`src/verilog/sdram_cmd_pkg.sv`:
```
package sdram_cmd_pkg;

  // Command pins in the order nCS, nRAS, nCAS, nWE
  typedef enum logic [3:0] {
    NOP          = 4'b0111,
    ACTIVE       = 4'b0011,
    READ         = 4'b0101,
    WRITE        = 4'b0100,
    PRECHARGE    = 4'b0010,
    AUTO_REFRESH = 4'b0001,
    LOAD_MODE    = 4'b0000
  } sdram_cmd_t;

  // Port and DQ widths
  localparam int ADDR_W   = 25;
  localparam int DATA_W   = 16;
  localparam int BYTES    = 2;
  localparam int RESULT_W = 32;

  // Word address split into bank, row and column
  localparam int ROW_W    = 13;
  localparam int ROW_LSB  = 10;
  localparam int BANK_W   = 2;
  localparam int BANK_LSB = 23;
  localparam int COL_W    = 10;
  // A10 selects auto precharge, or all banks on PRECHARGE
  localparam int AP_BIT    = 10;
  localparam int BURST_LEN = 2;

  // Reserved, single-word write, standard op, CL 2, sequential, burst of two
  localparam logic [ROW_W-1:0] MODE_WORD = {3'b000, 1'b1, 2'b00, 3'b010, 1'b0, 3'b001};

endpackage

```
`src/verilog/sdram_req_queue.sv`:
```
`timescale 1ns/1ps

module sdram_req_queue (
  input  logic                             clk,
  input  logic                             reset,
  input  logic [sdram_cmd_pkg::ADDR_W-1:0] addr,
  input  logic [sdram_cmd_pkg::DATA_W-1:0] wdata,
  input  logic [sdram_cmd_pkg::BYTES-1:0]  byte_en,
  input  logic                             wr_req,
  input  logic                             rd_req,
  input  logic                             take,
  output logic                             pending,
  output logic                             pend_write,
  output logic [sdram_cmd_pkg::ADDR_W-1:0] pend_addr,
  output logic [sdram_cmd_pkg::DATA_W-1:0] pend_wdata,
  output logic [sdram_cmd_pkg::BYTES-1:0]  pend_byte_en
);

  // Entry is free when empty or being taken this cycle
  logic accept;

  assign accept = (wr_req || rd_req) && (!pending || take);

  always_ff @(posedge clk) begin
    if (reset) begin
      pending    <= 1'b0;
      pend_write <= 1'b0;
    end else if (accept) begin
      pending <= 1'b1;
      // Write wins when both strobes arrive together
      pend_write <= wr_req;
    end else if (take) begin
      pending <= 1'b0;
    end
  end

  always_ff @(posedge clk) begin
    if (accept) begin
      pend_addr    <= addr;
      pend_wdata   <= wdata;
      pend_byte_en <= byte_en;
    end
  end

endmodule

```
`config.mk`:
```
export PLATFORM = sky130hd
export DESIGN_NAME = sdram_req_queue
export DESIGN_NICKNAME = d
export VERILOG_FILES = /design/src/verilog/sdram_cmd_pkg.sv /design/src/verilog/sdram_req_queue.sv
export SDC_FILE = /design/constraint.sdc
export NUM_CORES = 1
export LEC_CHECK = 0
export ABC_AREA = 1
export BUFFER_PORTS_ARGS = -buffer_cell sky130_fd_sc_hd__buf_2
export CORE_UTILIZATION = 25
export DETAILED_ROUTE_END_ITERATION = 8
export PLACE_DENSITY_LB_ADDON = 0.15
export SLEW_MARGIN = 20
export SYNTH_ARGS = -nofsm -noshare
export SYNTH_HDL_FRONTEND = slang
export SYNTH_SLANG_ARGS = --single-unit
```
`constraint.sdc`:
```
create_clock -name clk -period 2.68 [get_ports clk]
set_input_delay 0.134 -clock clk [delete_from_list [all_inputs] [get_ports clk]]
set_output_delay 0.134 -clock clk [all_outputs]
set_load 0.01 [all_outputs]
```
* Yosys cells after proc, flatten, opt, wreduce, memory -nomap -nowiden
Index checks and enable logic that the tools add are counted.
Cells by class: multiplexer cells 2, reduce and logical (&&, ||, !) cells 5
Operators by type and width (count):
- $logic_or 1x1->1 | 2
- $mux 1 | 2
- $reduce_bool 2->1 | 1
- $logic_and 1x1->1 | 1
- $logic_not 1->1 | 1
Word-level totals: output and inout bits 45, register bits 45

* Logic depth before layout (Yosys ltp)
Gate-level depths: netlist (run 1).
depth in word-level cells 4, mapped depth 5

* Worst setup path before layout (run 1)
OpenSTA, ideal clock, no wires.
path type reg-to-reg, from register pending, to register pend_addr[0] (netlist name) (enable), arrival time 1342 ps, slack 941 ps, stages on the path, launching flop included 4, cells stage by stage dfxtp_1 -> nand2_2 -> nand2_2 -> inv_1
On the way: longest elaborated chain between the ends 3
RTL lines:
- from (decl) | line sdram_req_queue.sv:12 | output logic pending,
- from (signal assigned) | line sdram_req_queue.sv:26 | pending <= 1'b0;
- from (signal assigned) | line sdram_req_queue.sv:29 | pending <= 1'b1;
- from (signal assigned) | line sdram_req_queue.sv:33 | pending <= 1'b0;
- $logic_not 1->1 | line sdram_req_queue.sv:22 | assign accept = (wr_req || rd_req) && (!pending || take);
- $logic_or 1x1->1 | line sdram_req_queue.sv:22
- $logic_and 1x1->1 | line sdram_req_queue.sv:22
- named net accept | line sdram_req_queue.sv:20 | logic accept;
- to (signal assigned) | line sdram_req_queue.sv:39 | pend_addr <= addr;
- to (decl) | line sdram_req_queue.sv:14 | output logic [sdram_cmd_pkg::ADDR_W-1:0] pend_addr,
The timed path passes the listed nets, and every way through them passes these cells. A chain may end at the register's enable or synchronous reset.

* Final worst setup path (run 1)
from register pending, to register pend_addr[23] (netlist name) (enable)
Same word-level chain as after synthesis.

==> results of run 1 <==
==> cell families (layout without fill, tap and decap cells) <==
kind of cell	after synthesis	after routing	synth area share (%)
AO/OA/AOI/OAI	2	2	0.9925
buffers and inverters	4	110	1.083
AND/OR/NAND/NOR	5	5	1.896
flip-flops	45	45	96.03
==> routing by layer <==
layer	GRT usage (%)	up-vias	wire, um
met5	0	-	0
met4	2.885	0	17
met3	4.910	3	291
met2	15.32	59	1352
met1	9.807	372	1043
li1	-	418	-
==> how the worst max path moves through the flow <==
stage,startpoint,to,cells after the start
6_report,pending,pend_addr[23],4
5_1_grt,pending,pend_addr[10],4
4_1_cts,pending,pend_addr[10],4
3_5_place_dp,pending,pend_addr[10],4
3_3_place_gp,pending,pend_addr[10],4
2_1_floorplan,pending,pend_addr[0],3
==> worst reg2reg max path: stages, from the launching register on <==
cell      delay (ns)
dfxtp_1         0.36
nand2_2         0.08
nand2_2         0.10
clkinv_1        0.56
buf_4           0.48
==> cells in the final DEF (no fill, tap or decap), types with 2 or more instances in the layout <==
master / instances
edfxtp_1: 43
inv_1: 3
clkbuf_1: 3
clkbuf_8: 5
dfxtp_1: 2
buf_2: 92
dlygate4sd3_1: 5
nand2_2: 3
nand2_1: 2
==> layout make-up <==
cell class	count	area, sq um	area share (%)
sequential	45	1331	64.25
timing repair buffer	98	518.0	25.00
tap	70	87.58	4.227
clock buffer	8	80.08	3.865
multi-input combinational	7	40.04	1.932
inverter	4	15.01	0.7246
==> state kept, by name, summed over array words and instances (netlist names) <==
| signal | count |
|---|---|
| pend_addr | 25 |
| pend_wdata | 16 |
| pend_byte_en | 2 |
| pending | 1 |
| pend_write | 1 |
==> power groups by stage <==
| stage | clock network, mW | registers (mW) | logic [mW] |
|---|---|---|---|
| final | 0.382 | 0.848 | 0.146 |
| after global routing | 0.428 | 0.852 | 0.160 |
| after CTS | 0.399 | 0.848 | 0.144 |
| after detailed placement | 0 | 0.864 | 0.144 |
| after global placement | 0 | 0.863 | 0.143 |
| after floorplan | 0 | 0.897 | 0.0214 |
==> through the flow <==
stage / hold WS (ns) / power [mW] / util, %
4_1_cts: 0.005773 / 1.391 / 38.60
2_1_floorplan: 0.1964 / 0.9183 / -
3_5_place_dp: 0.3121 / 1.009 / 37.08
5_1_grt: 0.002237 / 1.441 / 39.56
3_3_place_gp: 0.3097 / 1.006 / 37.08
6_report: 0.01811 / 1.376 / 39.56
==> impl_results.md, run 1 <==
* Startpoint Class: flip-flop
* Worst path slowest cell: clkinv_1
* Register area share after synthesis at 96.03%
* Cell leakage power at 0.9087 nW
* CP top delay family: buffers and inverters
* Final GP Congestion at 0.6482
* Clk sink count at 45
* Per-cell routed wire length at 11.66 um
* Synthesized area at 1386 sq um
* Synth Area per Inst at 24.76 sq um
* Post-Syn Instances at 56
* Fill cells at 509
* CP Class: flip-flop to flip-flop
* Worst path cell trace: nand2_2, nand2_2, clkinv_1, buf_4
* # rows at 26
* Initial Utilization at 26.47%
* Max Cap Viol at 0
* Comb pwr share at 10.6%
* FF-to-FF path depth at 4
* Min-Delay Endpoint: pend_write
* Number of synthesized flops with an enable pin at 43
* Min setup slack post-route at 0.8288 ns
* Post-Layout Cell Count at 232
* CTS resizes at 0
* Synth warn at 0
* Worst R2R Start: pending
* DRC Markers at 0
* Ranking of synthesized cells by area: edfxtp_1 (93%), dfxtp_1 (2.9%), nand2_2 (1.4%), inv_1 (1.1%), a21oi_2 (0.63%)
* H-tree depth at 2
* Crit share post-route at 69.07%
* Routed Antenna Nets at 0
* IO Pins at 93
* P_sw at 289.6 uW
* Vias at 852
* Internal Power at 1.087 mW
* CTS Buf Count at 5
* Clock Path Buffers at 2
* Clock share of power at 27.8%
* CTS tree: built
* Max FO, Critical Path at 23
* Terminus of the critical flop-to-flop path: pend_addr[23]
* Overall global routing resource usage at 9.121%
* DR vias/cell at 3.672
* DRT iter0 DRCs at 5
* DP HPWL at 2075 um
* Synth unique cells at 7
* Relative slew slack at 53.37%
* Post-synth top cells: edfxtp_1 (43), inv_1 (4), nand2_2 (3)
* Worst VDD drop at 0.3765 mV
* Hold_sp: reset
* Reg2reg setup slack at 0.83 ns
* Sequential share of power at 61.6%
* Setup bufs post-CTS at 0
* Drt pass-1 iters at 3
* Vias in the first global route at 851
* Slowest stage delay, CP at 0.56 ns
* Initial antenna violation count at 0
* PortBufs at 92
* Share of layout cells above drive strength 1 at 62.96%
* #FFs+latches synth at 45
* Setup_tns at 0 ns
* Status: finished clean
* Asr flop ratio synth at 0%
* Fin. Hold Viols at 0
* Dpl cell area at 1942 sq um
* Cell area after layout at 2072 sq um
* Final setup violation count at 0
* Die width at 76.47 um
* Count leader, synth: edfxtp_1
* CP arrival at 1.87 ns
* Syn Nets at 104
* Root Driver: clkbuf_8
* DIE HEIGHT at 76.47 um
* Reg clk slew, reported paths at 0.08 ns
* Hold Buf Count CTS at 0
* Core area at 5238 sq um
* Area delta synth->final at 49.46%
* Clock skew at 0.003548 ns
* Hold crit path type: input port to flip-flop
* Pwr per Cell Area at 664.3 nW/um^2
* Global-route wire length before repair at 4008 um
* Most used cell, CP: nand2_2
* Primary FF master, synth: edfxtp_1
* Final wirelength at 2704 um
* Die area at 5847 sq um
* Slew @ Worst Pin at 0.6952 ns
* Data required time of the worst path at 2.70 ns
* Setup WS pre-CTS at 0.7946 ns
* Post-synth top area cell: edfxtp_1
* Overflow after GRT at 0
* Final Slew Violations at 0
* Number of diodes at 0
* RSZ-0062 raised after global routing: false
* Largest net degree at the start of global routing at 24
* Dpl cells at 219
* Maximum clock rate at 540.2 MHz
* CP Capture Type: flip-flop
* Sw frac at 21.04%
* Bufs and invs on worst path at 2
* WHS Path Cells at 2
* Layout Nets at 209
* Crit path time final at 1.851 ns
* Post-synth top area share at 93.14%
* Worst skew pair latency at 0.28 ns
No activity file was read; power rests on OpenSTA's default activity.
==> inputs of run 2 (changes only) <==
==> constraint.sdc (replaced) <==
create_clock -name clk -period 1.5 [get_ports clk]
set_input_delay 0.075 -clock clk [delete_from_list [all_inputs] [get_ports clk]]
set_output_delay 0.075 -clock clk [all_outputs]
set_load 0.01 [all_outputs]
==> impl_results.md, run 2 (same netlist as run 1, synthesis figures left out) <==
* Status: finished clean
* Internal Power at 1.993 mW
* Terminus of the critical flop-to-flop path: pend_byte_en[0]
* Setup bufs post-CTS at 0
* Sw frac at 20.79%
* Worst path cell trace: nand2_2, nand2_4, clkinvlp_4, buf_4
* Wl on met1 at 1119 um
* CP arrival at 1.14 ns
* DR WL met2 at 1571 um
* DIE HEIGHT at 76.47 um
* Startpoint Class: flip-flop
* P_sw at 523.0 uW
* Clk sink count at 45
* Multi-input combinational cell area at 45.04 sq um
* WP depth at 4
* Per-cell routed wire length at 10.97 um
* CP Class: flip-flop to flip-flop
* Area delta synth->final at 79.33%
* Max Cap Viol at 0
* Vias in the first global route at 1094
* Crit path time final at 1.176 ns
* Hold crit path type: input port to flip-flop
* DRC Markers at 0
* Pwr per Cell Area at 1012 nW/um^2
* Worst hold margin at 0.07655 ns
* Min-Delay Endpoint: pend_write
* Largest net degree at the start of global routing at 24
* DRT iter0 DRCs at 16
* Die width at 76.47 um
* Data required time of the worst path at 1.47 ns
* Slew @ Worst Pin at 0.2518 ns
* Worst skew pair latency at 0.28 ns
* Relative slew slack at 83.21%
* # rows at 26
* Commonest cells after routing, fill and taps aside: buf_2 (92), dlygate4sd3_1 (44), edfxtp_1 (43)
* Most common cell after layout, fill and taps aside: buf_2
* Core area at 5238 sq um
* Clock share of power at 25.7%
* CP top delay family: buffers and inverters
* CTS resizes at 0
* Max Used Layer: met4
* Crit share post-route at 78.41%
* Overflow after GRT at 0
* Worst VDD drop at 0.4733 mV
* Reg2reg setup slack at 0.32 ns
* Worst path slowest cell: dfxtp_2
* Fill cells at 480
* Final setup violation count at 0
* Fin. Hold Viols at 0
* Final core utilization at 47.47%
* RSZ-0062 raised after global routing: false
* Share of layout cells above drive strength 1 at 53.00%
* Routed Antenna Nets at 0
* Clock Path Buffers at 2
* Reg clk slew, reported paths at 0.07 ns
* Final GP Congestion at 0.7081
* Initial antenna violation count at 0
* Die area at 5847 sq um
* Max FO, Critical Path at 20
* Vias at 1010
* Final wirelength at 2962 um
* Biggest register: pend_addr
* Clock skew at 0.003056 ns
* Global-route wire length before repair at 4726 um
* Comb pwr share at 14.2%
* Hold_sp: wr_req
* Cell leakage power at 1.082 nW
* CP Capture Type: flip-flop
* Drt pass-1 iters at 4
* CTS tree: built
* DR vias/cell at 3.741
* Setup_tns at 0 ns
* Layout Nets at 249
* CTS Buf Count at 5
* DP HPWL at 2173 um
* Sequential share of power at 60.2%
* WHS Path Cells at 3
* Max reg flops at 25
* Maximum clock rate at 850.2 MHz
* FF-to-FF path depth at 4
* Slowest stage delay, CP at 0.33 ns
* Root Driver: clkbuf_8
* FF/Latch Area at 1333 sq um
* H-tree depth at 2
* Number of diodes at 0
* Hold Buf Count CTS at 44
* Met3 WL post-DR at 249 um
* Bufs and invs on worst path at 2
* Worst R2R Start: pending
* Final Slew Violations at 0
* PortBufs at 92
* IO Pins at 93
* Overall global routing resource usage at 10.64%
* Initial Utilization at 26.47%
* Largest registers: pend_addr x25, pend_wdata x16, pend_byte_en x2
==> run 2: changes by cell type in the layout (fill, tap and decap cells not counted), sizes merged <==
cell         before  now
dlygate4sd3       5   44
buf              93   94
clkbuf            8    5
clkinvlp          0    1
==> run 2: layout make-up <==
type	count	area share, %
Inverter	4	0.7549
Clock buffer	5	2.768
Tap cell	70	3.523
Timing Repair Buffer	138	37.34
Clock inverter	1	0.2013
Multi-Input combinational cell	7	1.812
Sequential cell	45	53.60
==> run 2: metal layers <==
metal / global-route usage [%] / up-vias
met1: 10.95 / 454
li1: - / 497
met5: 0 / -
met3: 4.671 / 3
met2: 19.73 / 56
met4: 2.308 / 0
==> run 2: how the worst max path moves through the flow <==
stage	startpoint	slack [ns]	end
6_report	pending	0.32	pend_byte_en[0]
5_1_grt	pending	0.25	pend_byte_en[0]
4_1_cts	pending	0.31	pend_wdata[5]
3_5_place_dp	pending	0.32	pend_byte_en[1]
3_3_place_gp	pending	0.36	pend_addr[9]
2_1_floorplan	pending	0.01	pend_addr[0]
==> run 2: per-stage QoR <==
stage                     worst slack (ns)  area, sq um  instances  power (mW)
final                               0.3239         2486        270       2.516
after global routing                0.2454         2486        270       2.653
after global placement              0.3628         1972        220       1.811
after CTS                           0.3052         2486        270       2.567
after detailed placement            0.3238         1972        220       1.818
after floorplan                    0.01381         1396         56       1.644
==> run 2: power by group through the flow <==
stage | registers [mW] | clock network, mW | logic (mW)
6_report | 1.51 | 0.646 | 0.357
5_1_grt | 1.52 | 0.743 | 0.387
4_1_cts | 1.51 | 0.688 | 0.364
3_5_place_dp | 1.54 | 0 | 0.275
3_3_place_gp | 1.54 | 0 | 0.269
2_1_floorplan | 1.60 | 0 | 0.0420
==> run 2: tightest hold or removal path: cells and delay by family <==
family	cells	cell delay (ns)
buffers and inverters	1	0.10
AND/OR/NAND/NOR	1	0.08
AO/OA/AOI/OAI	1	0.05
==> inputs of run 3 (changes only) <==
--- a/config.mk
+++ b/config.mk
@@ -5,7 +5,7 @@
 export SDC_FILE = /design/constraint.sdc
 export NUM_CORES = 1
 export LEC_CHECK = 0
-export ABC_AREA = 1
+export ABC_AREA = 0
 export BUFFER_PORTS_ARGS = -buffer_cell sky130_fd_sc_hd__buf_2
 export CORE_UTILIZATION = 25
 export DETAILED_ROUTE_END_ITERATION = 8
==> constraint.sdc (replaced) <==
create_clock -name clk -period 1.05 [get_ports clk]
set_input_delay 0.0525 -clock clk [delete_from_list [all_inputs] [get_ports clk]]
set_output_delay 0.0525 -clock clk [all_outputs]
set_load 0.01 [all_outputs]
==> impl_results.md, run 3 <==
* Status: complete, but fails checks
* Failing checks: setup timing
* Max Cap Viol at 0
* Hold_sp: rd_req
* #FFs+latches synth at 45
* Clock skew at 0.005031 ns
* Synthesized area at 1374 sq um
* Post-Layout Cell Count at 273
* Worst path cell trace: nor2b_4, nor2_4, buf_6
* Primary FF master, synth: edfxtp_1
* Die area at 5796 sq um
* Max reg flops at 25
* Initial antenna violation count at 0
* Final setup violation count at 43
* Reg clk slew, reported paths at 0.08 ns
* Die width at 76.13 um
* Count leader, synth: edfxtp_1
* Final Slew Violations at 0
* Pwr per Cell Area at 1457 nW/um^2
* Post-synth top area share at 93.99%
* Per-cell routed wire length at 11.53 um
* WHS Path Cells at 3
* Overflow after GRT at 0
* PortBufs at 92
* DRC Markers at 0
* Global-route wire length before repair at 5271 um
* CP arrival at 1.08 ns
* Clk sink count at 45
* Cell leakage power at 1.089 nW
* Min-Delay Endpoint: pending
* CTS tree: built
* Worst VDD drop at 0.7760 mV
* Core area at 5205 sq um
* IO Pins at 93
* Area delta synth->final at 83.15%
* H-tree depth at 2
* Relative slew slack at 82.84%
* Min setup slack post-route at -0.03292 ns
* Root Driver: clkbuf_8
* Terminus of the critical flop-to-flop path: pend_addr[13]
* Vias in the first global route at 1141
* Number of synthesized flops with an enable pin at 43
* Initial Utilization at 26.39%
* PnR Total Power at 3.666 mW
* Fill cells at 492
* Crit path time final at 1.083 ns
* CP Capture Type: flip-flop
* Routed Antenna Nets at 0
* Maximum clock rate at 923.4 MHz
* FF-to-FF path depth at 3
* Synth warn at 0
* Largest registers: pend_addr x25, pend_wdata x16, pend_byte_en x2
* Biggest register: pend_addr
* Crit share post-route at 103.1%
* # rows at 26
* Most common cell after layout, fill and taps aside: buf_2
* Clock Path Buffers at 2
* Post-Syn Instances at 54
* Setup bufs post-CTS at 0
* CP Class: flip-flop to flip-flop
* DIE HEIGHT at 76.13 um
* CTS Buf Count at 5
* Data required time of the worst path at 1.04 ns
* Final GP Congestion at 0.6611
* Slowest stage delay, CP at 0.32 ns
* Share of layout cells above drive strength 1 at 52.71%
* Hold crit path type: input port to flip-flop
* Reg2reg setup slack at -0.03 ns
* Syn Nets at 102
* Post-synth top area cell: edfxtp_1
* Number of diodes at 0
* Dpl cells at 220
* Worst setup startpoint: pending
* Worst path slowest cell: dfxtp_2
* Synth unique cells at 9
* Synth Area per Inst at 25.44 sq um
* Overall global routing resource usage at 12.00%
* Ranking of synthesized cells by area: edfxtp_1 (94%), dfxtp_1 (2.9%), a21oi_1 (0.73%), nor2_1 (0.55%), nand2b_1 (0.46%)
* Final wirelength at 3147 um
* Startpoint Class: flip-flop
* Worst skew pair latency at 0.29 ns
* DR vias/cell at 3.850
* RSZ-0062 raised after global routing: true
* Layout Nets at 250
* Vias at 1051
* Post-synth top cells: edfxtp_1 (43), a21oi_1 (2), dfxtp_1 (2), nor2_1 (2)
* Commonest cells after routing, fill and taps aside: buf_2 (92), dlygate4sd3_1 (45), edfxtp_1 (43)
* Worst R2R Start: pending
* Largest net degree at the start of global routing at 16
* DRT iter0 DRCs at 27
* Max FO, Critical Path at 15
* Fin. Hold Viols at 0
* Drt pass-1 iters at 4
* Register area share after synthesis at 96.90%
* Asr flop ratio synth at 0%
* Slew @ Worst Pin at 0.2565 ns
## run 3: cell count changes in the layout (fill, tap and decap cells not counted), sizes merged, moves of 2 or more
| cell | previous run | this run |
|---|---|---|
| buf | 94 | 96 |
| nand2 | 5 | 1 |
| inv | 3 | 1 |
| nor2 | 0 | 2 |
## run 3: final cells by class
| class | instances | area (sq um) | area share (%) |
|---|---|---|---|
| Tap cell | 70 | 87.58 | 3.481 |
| Sequential cell | 45 | 1333 | 52.96 |
| Clock inverter | 3 | 17.52 | 0.6962 |
| Timing Repair Buffer | 141 | 952.2 | 37.84 |
| Inverter | 1 | 3.754 | 0.1492 |
| Multi-Input combinational cell | 8 | 53.80 | 2.138 |
| Clock buffer | 5 | 68.82 | 2.735 |
## run 3: report_power, final
group          internal [mW]  switching [mW]
clock                  0.459           0.550
sequential              2.12          0.0331
combinational          0.282           0.219
## run 3: timing repair
action	4_1_cts	5_1_grt
hold endpoints to repair	45	0
hold buffers	45	0
endpoints found under the setup margin	43	43
gates resized for setup	3	0
## run 3: logic make-up (layout without fill, tap and decap cells)
group	Yosys count	in the layout	synth area share, %
simple gates	5	5	1.731
buf+inv	1	150	0.2730
flops	45	45	96.90
compound gates	3	3	1.093
## run 3: through the flow
stage	area (sq um)	hold WS (ns)	util [%]	setup TNS, ns	setup slack, ns
finish	2516	0.07010	48.34	-0.9265	-0.03292
global route	2516	0.08319	48.34	-2.952	-0.07569
CTS	2516	0.05573	48.34	-1.482	-0.04008
detailed placement	1968	0.2307	37.81	-1.799	-0.04683
global placement	1968	0.2145	37.81	-1.206	-0.03601
floorplan	1390	0.1142	-	-20.07	-0.4668
## run 3: layer usage
layer	global-route usage, %	part of all wire [%]	vias up
li1	-	-	504
met1	11.91	36	489
met2	22.27	55	53
met3	4.431	7.6	5
met4	5.192	1.7	0
met5	0	0	-
## run 3: how the worst max path moves through the flow
| stage | cells past startpoint | slack (ns) | endpoint |
|---|---|---|---|
| final | 3 | -0.03 | pend_addr[13] |
| after detailed placement | 3 | -0.05 | pend_addr[9] |
| after floorplan | 2 | -0.47 | pend_addr[0] |
| after global placement | 3 | -0.04 | pend_addr[9] |
| after global routing | 3 | -0.08 | pend_addr[1] |
| after CTS | 3 | -0.04 | pend_addr[3] |
## run 3: worst max-delay path, delay by kind of cell (launching register included)
family | cells | cell delay (ns)
buffers and inverters | 1 | 0.20
flip-flops | 1 | 0.32
AND/OR/NAND/NOR | 2 | 0.27
